### src/lsq_pkg.sv
// load/store queue shared definitions
`default_nettype none

package lsq_pkg;

  // address and data widths
  localparam int ADDR_W = 16;
  localparam int DATA_W = 32;
  localparam int BEN_W  = 4;
  localparam int OFF_W  = 2;
  localparam int WORD_W = ADDR_W - OFF_W;

  // access size codes
  localparam int SZ_W = 2;
  localparam logic [SZ_W-1:0] SZ_BYTE = 2'd0;
  localparam logic [SZ_W-1:0] SZ_HALF = 2'd1;
  localparam logic [SZ_W-1:0] SZ_WORD = 2'd2;

  // word number and byte offset within the word
  typedef struct packed {
    logic [WORD_W-1:0] word;
    logic [OFF_W-1:0]  off;
  } lsq_addr_f_t;

  // one byte address, seen flat or split into fields
  typedef union packed {
    logic [ADDR_W-1:0] flat;
    lsq_addr_f_t       f;
  } lsq_addr_u;

endpackage

`default_nettype wire

### src/load_queue.sv
// load queue and ordering check
`timescale 1ns/100ps
`default_nettype none

module load_queue #(
  parameter int DEPTH = 8,
  localparam int IDX_W = $clog2(DEPTH)
) (
  input  logic               clk,
  input  logic               rst,
  input  logic               ld_en,
  input  logic [IDX_W-1:0]   ld_idx,
  input  lsq_pkg::lsq_addr_u ld_addr,
  input  logic               st_en,
  input  logic [IDX_W-1:0]   st_idx,
  input  lsq_pkg::lsq_addr_u st_addr,
  input  logic [IDX_W-1:0]   head_idx,
  input  logic [IDX_W-1:0]   tail_idx,
  input  logic               flush,
  output logic [DEPTH-1:0]   ld_done,
  output logic [DEPTH-1:0]   ld_confl
);
  import lsq_pkg::*;

  logic [WORD_W-1:0] ld_word [DEPTH];
  logic [IDX_W-1:0]  head_q;
  logic [IDX_W-1:0]  st_rel;
  logic [IDX_W-1:0]  tail_rel;
  logic [DEPTH-1:0]  exec_set;
  logic [DEPTH-1:0]  free_clr;
  logic [DEPTH-1:0]  confl_set;

  // positions counted from the head, so the wrap drops out
  assign st_rel   = st_idx - head_idx;
  assign tail_rel = tail_idx - head_idx;

  assign exec_set = ld_en ? (DEPTH'(1) << ld_idx) : '0;
  // slot the head just left
  assign free_clr = (head_q != head_idx) ? (DEPTH'(1) << head_q) : '0;

  always_comb begin
    logic [IDX_W-1:0]  slot_rel;
    logic [WORD_W-1:0] slot_word;
    logic              slot_exec;
    for (int i = 0; i < DEPTH; i++) begin
      slot_rel  = IDX_W'(i) - head_idx;
      slot_exec = ld_done[i] || exec_set[i];
      slot_word = exec_set[i] ? ld_addr.flat[ADDR_W-1:OFF_W] : ld_word[i];
      // tail_rel of zero with live loads means every slot is in use
      confl_set[i] = st_en && slot_exec
                     && (slot_word == st_addr.flat[ADDR_W-1:OFF_W])
                     && (slot_rel > st_rel)
                     && ((tail_rel == '0) || (slot_rel < tail_rel));
    end
  end

  always_ff @(posedge clk) begin
    if (rst) begin
      ld_done  <= '0;
      ld_confl <= '0;
      head_q   <= '0;
    end else begin
      head_q <= head_idx;
      if (flush) begin
        ld_done  <= '0;
        ld_confl <= '0;
      end else begin
        ld_done  <= (ld_done & ~free_clr) | exec_set;
        ld_confl <= (ld_confl & ~free_clr) | confl_set;
      end
    end
  end

  always_ff @(posedge clk) begin
    if (ld_en) begin
      ld_word[ld_idx] <= ld_addr.flat[ADDR_W-1:OFF_W];
    end
  end

endmodule

`default_nettype wire

### src/lsq_top.sv
// load/store queue top level
`timescale 1ns/100ps
`default_nettype none

module lsq_top #(
  parameter int DEPTH         = 8,
  parameter int DRAIN_DEPTH   = 4,
  parameter int CACHE_CREDITS = 2,
  localparam int IDX_W = $clog2(DEPTH)
) (
  input  logic                        clk,
  input  logic                        rst,
  input  logic                        alloc_en,
  input  logic                        alloc_is_store,
  input  logic                        ld_en,
  input  logic [IDX_W-1:0]            ld_idx,
  input  lsq_pkg::lsq_addr_u          ld_addr,
  input  logic                        st_en,
  input  logic [IDX_W-1:0]            st_idx,
  input  lsq_pkg::lsq_addr_u          st_addr,
  input  logic [lsq_pkg::SZ_W-1:0]    st_size,
  input  logic [lsq_pkg::DATA_W-1:0]  st_data,
  input  logic                        wr_credit,
  output logic [IDX_W-1:0]            alloc_idx,
  output logic                        full,
  output logic                        ret_en,
  output logic [IDX_W-1:0]            ret_idx,
  output logic                        ret_confl,
  output logic                        wr_valid,
  output logic [lsq_pkg::WORD_W-1:0]  wr_word,
  output logic [lsq_pkg::BEN_W-1:0]   wr_ben,
  output logic [lsq_pkg::DATA_W-1:0]  wr_data
);
  import lsq_pkg::*;

  logic [IDX_W-1:0]  head_idx;
  logic [IDX_W-1:0]  tail_idx;
  logic              flush;
  logic              st_ret_en;
  logic [IDX_W-1:0]  st_ret_idx;
  logic [DEPTH-1:0]  ld_done;
  logic [DEPTH-1:0]  ld_confl;
  logic [DEPTH-1:0]  st_done;
  logic              drain_push;
  lsq_addr_u         drain_addr;
  logic [SZ_W-1:0]   drain_size;
  logic [DATA_W-1:0] drain_data;
  logic              drain_full;

  retire_decide #(.DEPTH(DEPTH)) retire_i (
    .clk(clk), .rst(rst),
    .alloc_en(alloc_en), .alloc_is_store(alloc_is_store),
    .ld_done(ld_done), .ld_confl(ld_confl), .st_done(st_done),
    .drain_full(drain_full),
    .alloc_idx(alloc_idx), .full(full),
    .head_idx(head_idx), .tail_idx(tail_idx), .flush(flush),
    .st_ret_en(st_ret_en), .st_ret_idx(st_ret_idx),
    .ret_en(ret_en), .ret_idx(ret_idx), .ret_confl(ret_confl)
  );

  load_queue #(.DEPTH(DEPTH)) ldq_i (
    .clk(clk), .rst(rst),
    .ld_en(ld_en), .ld_idx(ld_idx), .ld_addr(ld_addr),
    .st_en(st_en), .st_idx(st_idx), .st_addr(st_addr),
    .head_idx(head_idx), .tail_idx(tail_idx), .flush(flush),
    .ld_done(ld_done), .ld_confl(ld_confl)
  );

  store_queue #(.DEPTH(DEPTH)) stq_i (
    .clk(clk), .rst(rst),
    .st_en(st_en), .st_idx(st_idx), .st_addr(st_addr),
    .st_size(st_size), .st_data(st_data),
    .st_ret_en(st_ret_en), .st_ret_idx(st_ret_idx), .flush(flush),
    .st_done(st_done), .drain_push(drain_push),
    .drain_addr(drain_addr), .drain_size(drain_size), .drain_data(drain_data)
  );

  store_drain #(
    .DRAIN_DEPTH(DRAIN_DEPTH),
    .CACHE_CREDITS(CACHE_CREDITS)
  ) drain_i (
    .clk(clk), .rst(rst),
    .drain_push(drain_push), .drain_addr(drain_addr),
    .drain_size(drain_size), .drain_data(drain_data),
    .wr_credit(wr_credit), .drain_full(drain_full),
    .wr_valid(wr_valid), .wr_word(wr_word), .wr_ben(wr_ben), .wr_data(wr_data)
  );

endmodule

`default_nettype wire

### src/retire_decide.sv
// slot allocation and in-order retirement
`timescale 1ns/100ps
`default_nettype none

module retire_decide #(
  parameter int DEPTH = 8,
  localparam int IDX_W = $clog2(DEPTH)
) (
  input  logic             clk,
  input  logic             rst,
  input  logic             alloc_en,
  input  logic             alloc_is_store,
  input  logic [DEPTH-1:0] ld_done,
  input  logic [DEPTH-1:0] ld_confl,
  input  logic [DEPTH-1:0] st_done,
  input  logic             drain_full,
  output logic [IDX_W-1:0] alloc_idx,
  output logic             full,
  output logic [IDX_W-1:0] head_idx,
  output logic [IDX_W-1:0] tail_idx,
  output logic             flush,
  output logic             st_ret_en,
  output logic [IDX_W-1:0] st_ret_idx,
  output logic             ret_en,
  output logic [IDX_W-1:0] ret_idx,
  output logic             ret_confl
);

  logic [DEPTH-1:0] valid;
  logic [DEPTH-1:0] is_store;
  logic             head_store;
  logic             head_done;
  logic             retire;
  logic             alloc_ok;

  // status of the oldest slot from whichever queue owns it
  assign head_store = is_store[head_idx];
  assign head_done  = head_store ? st_done[head_idx] : ld_done[head_idx];
  assign retire     = valid[head_idx] && head_done && !(head_store && drain_full);

  assign flush      = retire && !head_store && ld_confl[head_idx];
  assign st_ret_en  = retire && head_store;
  assign st_ret_idx = head_idx;

  // no allocation while the ring is being flushed
  assign full      = (&valid) || flush;
  assign alloc_idx = tail_idx;
  assign alloc_ok  = alloc_en && !full;

  always_ff @(posedge clk) begin
    if (rst) begin
      valid    <= '0;
      head_idx <= '0;
      tail_idx <= '0;
      ret_en   <= 1'b0;
    end else begin
      ret_en <= retire;
      if (flush) begin
        // restart the ring just past the bad load
        valid    <= '0;
        head_idx <= head_idx + IDX_W'(1);
        tail_idx <= head_idx + IDX_W'(1);
      end else begin
        if (retire) begin
          valid[head_idx] <= 1'b0;
          head_idx        <= head_idx + IDX_W'(1);
        end
        if (alloc_ok) begin
          valid[tail_idx] <= 1'b1;
          tail_idx        <= tail_idx + IDX_W'(1);
        end
      end
    end
  end

  always_ff @(posedge clk) begin
    if (alloc_ok) is_store[tail_idx] <= alloc_is_store;
    ret_idx   <= head_idx;
    ret_confl <= flush;
  end

endmodule

`default_nettype wire

### src/store_drain.sv
// store drain toward the cache
`timescale 1ns/100ps
`default_nettype none

module store_drain #(
  parameter int DRAIN_DEPTH   = 4,
  parameter int CACHE_CREDITS = 2
) (
  input  logic                        clk,
  input  logic                        rst,
  input  logic                        drain_push,
  input  lsq_pkg::lsq_addr_u          drain_addr,
  input  logic [lsq_pkg::SZ_W-1:0]    drain_size,
  input  logic [lsq_pkg::DATA_W-1:0]  drain_data,
  input  logic                        wr_credit,
  output logic                        drain_full,
  output logic                        wr_valid,
  output logic [lsq_pkg::WORD_W-1:0]  wr_word,
  output logic [lsq_pkg::BEN_W-1:0]   wr_ben,
  output logic [lsq_pkg::DATA_W-1:0]  wr_data
);
  import lsq_pkg::*;

  localparam int PTR_W = (DRAIN_DEPTH > 1) ? $clog2(DRAIN_DEPTH) : 1;
  localparam int CNT_W = $clog2(DRAIN_DEPTH + 1);
  localparam int CRD_W = $clog2(CACHE_CREDITS + 1);

  lsq_addr_u         fq_addr [DRAIN_DEPTH];
  logic [SZ_W-1:0]   fq_size [DRAIN_DEPTH];
  logic [DATA_W-1:0] fq_data [DRAIN_DEPTH];
  logic [PTR_W-1:0]  push_ptr;
  logic [PTR_W-1:0]  pop_ptr;
  logic [CNT_W-1:0]  count;
  logic [CRD_W-1:0]  credits;
  lsq_addr_u         pop_addr;
  logic [BEN_W-1:0]  size_mask;
  logic [DATA_W-1:0] size_data;

  function automatic logic [PTR_W-1:0] ptr_inc(input logic [PTR_W-1:0] p);
    return (p == PTR_W'(DRAIN_DEPTH - 1)) ? '0 : p + PTR_W'(1);
  endfunction

  assign drain_full = (count == CNT_W'(DRAIN_DEPTH));
  // one write per held credit
  assign wr_valid   = (count != '0) && (credits != '0);
  assign pop_addr   = fq_addr[pop_ptr];

  always_comb begin
    case (fq_size[pop_ptr])
      SZ_BYTE: size_mask = BEN_W'(1);
      SZ_HALF: size_mask = BEN_W'(3);
      default: size_mask = '1;
    endcase
    for (int b = 0; b < BEN_W; b++) begin
      size_data[8*b +: 8] = size_mask[b] ? fq_data[pop_ptr][8*b +: 8] : 8'h00;
    end
  end

  // move bytes into their lanes
  assign wr_word = pop_addr.f.word;
  assign wr_ben  = size_mask << pop_addr.f.off;
  assign wr_data = size_data << {pop_addr.f.off, 3'b000};

  always_ff @(posedge clk) begin
    if (rst) begin
      push_ptr <= '0;
      pop_ptr  <= '0;
      count    <= '0;
      credits  <= CRD_W'(CACHE_CREDITS);
    end else begin
      if (drain_push) push_ptr <= ptr_inc(push_ptr);
      if (wr_valid) pop_ptr <= ptr_inc(pop_ptr);
      count   <= count + CNT_W'(drain_push) - CNT_W'(wr_valid);
      credits <= credits - CRD_W'(wr_valid) + CRD_W'(wr_credit);
    end
  end

  always_ff @(posedge clk) begin
    if (drain_push) begin
      fq_addr[push_ptr] <= drain_addr;
      fq_size[push_ptr] <= drain_size;
      fq_data[push_ptr] <= drain_data;
    end
  end

endmodule

`default_nettype wire

### src/store_queue.sv
// store queue slots
`timescale 1ns/100ps
`default_nettype none

module store_queue #(
  parameter int DEPTH = 8,
  localparam int IDX_W = $clog2(DEPTH)
) (
  input  logic                      clk,
  input  logic                      rst,
  input  logic                      st_en,
  input  logic [IDX_W-1:0]          st_idx,
  input  lsq_pkg::lsq_addr_u        st_addr,
  input  logic [lsq_pkg::SZ_W-1:0]  st_size,
  input  logic [lsq_pkg::DATA_W-1:0] st_data,
  input  logic                      st_ret_en,
  input  logic [IDX_W-1:0]          st_ret_idx,
  input  logic                      flush,
  output logic [DEPTH-1:0]          st_done,
  output logic                      drain_push,
  output lsq_pkg::lsq_addr_u        drain_addr,
  output logic [lsq_pkg::SZ_W-1:0]  drain_size,
  output logic [lsq_pkg::DATA_W-1:0] drain_data
);
  import lsq_pkg::*;

  lsq_addr_u         sq_addr [DEPTH];
  logic [SZ_W-1:0]   sq_size [DEPTH];
  logic [DATA_W-1:0] sq_data [DEPTH];
  logic [DEPTH-1:0]  done_set;
  logic [DEPTH-1:0]  done_clr;

  assign done_set = st_en ? (DEPTH'(1) << st_idx) : '0;
  assign done_clr = drain_push ? (DEPTH'(1) << st_ret_idx) : '0;

  // a retiring store goes straight to the drain FIFO
  assign drain_push = st_ret_en;

  // read port toward the drain FIFO
  assign drain_addr = sq_addr[st_ret_idx];
  assign drain_size = sq_size[st_ret_idx];
  assign drain_data = sq_data[st_ret_idx];

  always_ff @(posedge clk) begin
    if (rst) begin
      st_done <= '0;
    end else if (flush) begin
      st_done <= '0;
    end else begin
      st_done <= (st_done & ~done_clr) | done_set;
    end
  end

  // address, size and data of each store
  always_ff @(posedge clk) begin
    if (st_en) begin
      sq_addr[st_idx] <= st_addr;
      sq_size[st_idx] <= st_size;
      sq_data[st_idx] <= st_data;
    end
  end

endmodule

`default_nettype wire

### config.mk
export PLATFORM = sky130hd
export DESIGN_NAME = lsq_top
export DESIGN_NICKNAME = d
export VERILOG_FILES = /design/src/lsq_pkg.sv /design/src/load_queue.sv /design/src/lsq_top.sv /design/src/retire_decide.sv /design/src/store_drain.sv /design/src/store_queue.sv
export SDC_FILE = /design/constraint.sdc
export NUM_CORES = 1
export LEC_CHECK = 0
export BUFFER_PORTS_ARGS = -buffer_cell sky130_fd_sc_hd__buf_2
export CORE_ASPECT_RATIO = 1.1
export CORE_UTILIZATION = 66
export DETAILED_ROUTE_END_ITERATION = 8
export PLACE_DENSITY_LB_ADDON = 0.05
export SLEW_MARGIN = 15
export SYNTH_ARGS = -nofsm -noshare
export SYNTH_HDL_FRONTEND = slang
export SYNTH_HIERARCHICAL = 1
export SYNTH_SLANG_ARGS = --single-unit
### constraint.sdc
create_clock -name clk -period 12.6 [get_ports clk]
set_input_delay 1.89 -clock clk [delete_from_list [all_inputs] [get_ports clk]]
set_output_delay 1.89 -clock clk [all_outputs]
set_load 0.01 [all_outputs]
==> results by group <==
Floorplanning
  • Io pins: 139
  • Die footprint: 51800 um^2
  • Core Box Area: 50100 um^2
  • Row cnt: 86
  • DIE HEIGHT: 239 um
  • Chip width: 217 um
  • Initial Utilization: 67.0%

STA
  • Final period util: 42.7%
  • Final setup viols: 0
  • Min Clock Period, post-route: 5370 ps
  • Final slew viol count: 0
  • Worst setup margin: 7230 ps
  • F_max: 186 MHz
  • Slew margin rel.: 30.9%
  • Layout Skew: 21.4 ps
  • RSZ-0062 raised after global routing: false
  • Setup TNS: 0 ps
  • Final hold vios: 0
  • Worst Tran Pin Value: 1030 ps

Finish
  • Syn-to-layout area delta: 10.3%
  • Final-stage net count: 2309
  • Non-Filler Instances: 2912
  • Share of post-route cells with drive strength above 1: 19.6%

Synth
  • Mux contribution to synthesized area: 11.5%
  • Main synth FF type: edfxtp_1
  • Synth top area share: 64.3%
  • XOR/XNOR share of the synthesized area: 2.47%
  • Top post-synthesis cells by area: edfxtp_1 64%, mux4_2 4.3%, dfxtp_1 3.4%
  • Syn avg cell area: 16.1 um^2
  • Synth Area in Compound Gates: 7.99%
  • Mapped cell area: 33600 um^2
  • Count leader, synth: edfxtp_1
  • Synthesized flop and latch total: 777
  • Leading area contributor after synthesis: edfxtp_1
  • Combinational family with the most area after synthesis: multiplexers
  • Distinct cells, synth: 90
  • Cell count after synthesis: 2085
  • Syn Nets: 2200
  • Register area share after synthesis: 67.7%
  • Yosys warns: 6
  • Post-synth ARST share: 0%
  • Number of synthesized flops with an enable pin: 720
  • Post-Synth Adder-Cell Area: 1.41%
  • Post-synth top cells: 720 x edfxtp_1, 99 x mux2i_1, 93 x a21oi_1, 72 x nor2_1
  • Post-Synth Simple-Gate Area: 6.08%

CTS
  • Clock Sinks: 777
  • Clock Pin Slew Worst Setup and Hold Paths: 60 ps
  • Post-CTS Resized: 0
  • CTS Buf Count: 74
  • Root buffer cell: clkbuf_16
  • CTS max path bufs: 3
  • Post-CTS setup buffers: 0
  • CTS tree: done
  • H-tree levels: 3
  • Post-cts hold buffer count: 0
  • Clock Latency Late Sink: 620 ps

Route
  • DRT Wirelength: 80.0 mm
  • Wire per inst: 27.5 um
  • Vias: 19400
  • Initial DRC Count: 1722
  • Drt pass-1 iters: 8
  • Final antenna-violating net count: 0
  • Vias per cell: 6.65
  • DRC Markers: 0

Worst setup path
  • Logic depth of the worst register-to-register path: 11
  • Reg2Reg Launch Point: retire_i/head_idx[2]$_SDFFE_PP0P_
  • CP Data Arrival Time: 3480 ps
  • Most frequent CP cell: buf_4
  • Crit. End Element: primary output
  • Slowest CP cell: dfxtp_4
  • Max Fanout on Critical Path: 43
  • Max incr delay on CP: 660 ps
  • Crit path kind: register to primary output
  • Startpoint types: register
  • Flop2flop setup slack: 8020 ps
  • R2r endpoint: ldq_i/ld_confl[7]$_SDFF_PP0_
  • Cell Chain, Critical Path: buf_4 > mux4_2 > mux2_2 > o21ai_2 > nor2_1 > buf_4 > or2_1 > buf_2
  • CP Data Required Time: 10710 ps

Place
  • Port Buffers: 136
  • Dpl hpwl: 47.6 mm
  • Pre-CTS WS: 7770 ps
  • GP Congestion: 0.962
  • Placed insts: 2778

Global route
  • Largest net degree at the start of global routing: 134
  • Vias in the first global route: 19500
  • Tot GR Track Use: 31.6%
  • First-pass GRT wire length: 120 mm
  • Initial antenna violation count: 3
  • GR Overflow Total: 0

Power
  • Pleak: 12.4 nW
  • VDD IR max: 0.121 mV
  • Pwr Total: 6.06 mW
  • Pwr dens: 164 nW/um^2

Flow run
  • MaxCap Viol Count: 0

Worst hold path
  • Worst Hold Depth: 2
  • HP Start: stq_i/st_done[0]$_SDFF_PP0_
  • Hold Path Class: register to register
  • Hold path endpoint: stq_i/st_done[0]$_SDFF_PP0_

Outcome
  • Status: complete, no violations
stage by stage:
stage / util [%] / cell area [um^2] / hold slack, ps
6_report: 74.0 / 37100 / 475
2_1_floorplan: - / 33600 / 437
5_1_grt: 74.0 / 37100 / 513
3_5_place_dp: 69.1 / 34600 / 469
3_3_place_gp: 69.1 / 34600 / 460
4_1_cts: 73.9 / 37100 / 474
kinds of logic after synthesis:
family / Yosys count
adders and majority gates: 36
AOI/OAI and AO/OA: 382
and+or+nand+nor: 360
buffers and inverters: 187
muxes: 250
xor gates and xnor gates: 93
DFF: 777
flip-flops by register name, indices dropped and copies added (netlist names), 16 cells and up, named ones only:
signal           flops
stq_i/sq_addr      128
drain_i/fq_addr     64
stq_i/sq_size       16
drain_i/fq_data    128
stq_i/sq_data      256
ldq_i/ld_word      112
where the power goes:
| group | internal [mW] | leakage, nW | switching [mW] |
|---|---|---|---|
| Clock | 1.30 | 1.18 | 0.939 |
| Combinational | 0.367 | 4.20 | 0.508 |
| Sequential | 2.89 | 6.99 | 0.0620 |
| Total | 4.56 | 12.4 | 1.51 |
worst max path at each step:
| stage | start | cells past startpoint | to | slack [ps] |
|---|---|---|---|---|
| after global placement | st_idx[0] | 13 | ldq_i/ld_confl[7]$_SDFF_PP0_ | 7830 |
| final | retire_i/head_idx[2]$_SDFFE_PP0P_ | 8 | full | 7230 |
| after floorplan | st_en | 3 | stq_i/st_done[6]$_SDFF_PP0_ | 6350 |
| after detailed placement | st_idx[0] | 13 | ldq_i/ld_confl[7]$_SDFF_PP0_ | 7770 |
| after global routing | retire_i/head_idx[2]$_SDFFE_PP0P_ | 8 | full | 7020 |
| after CTS | retire_i/head_idx[2]$_SDFFE_PP0P_ | 8 | full | 7170 |
critical path: cells and delay by family (launching register included):
kind	cells	cell delay [ps]
AOI/OAI and AO/OA	1	120
buffers and inverters	3	880
DFF	1	660
muxes	2	770
and+or+nand+nor	2	400
cell type report:
| type | instances | area [um^2] |
|---|---|---|
| Antenna cell | 2 | 5.00 |
| Clock buffer | 90 | 2000 |
| Clock inverter | 42 | 444 |
| Fill cell | 3092 | 13100 |
| Inverter | 56 | 210 |
| Multi-Input combinational cell | 1121 | 9910 |
| Sequential cell | 777 | 22800 |
| Tap cell | 660 | 826 |
| Timing Repair Buffer | 164 | 916 |
layer usage:
metal	up-vias	GRT usage [%]	routed length, um
met5	-	0	8
met4	2	14.7	3230
met3	183	4.49	5610
met2	889	52.4	39900
met1	9779	41.7	31300
li1	8517	-	-
placed cells by master (no fill, tap or decap), types with 51 or more instances in the layout:
cell and count:
mux4_2 64, edfxtp_1 720, a21oi_1 93, dfxtp_1 52
nand2_1 57, xnor2_1 64, mux2i_1 99, o22ai_1 51
mux2_2 55, nor2_1 72, clkbuf_16 77, buf_2 136
No activity file was read; power rests on OpenSTA's default activity.
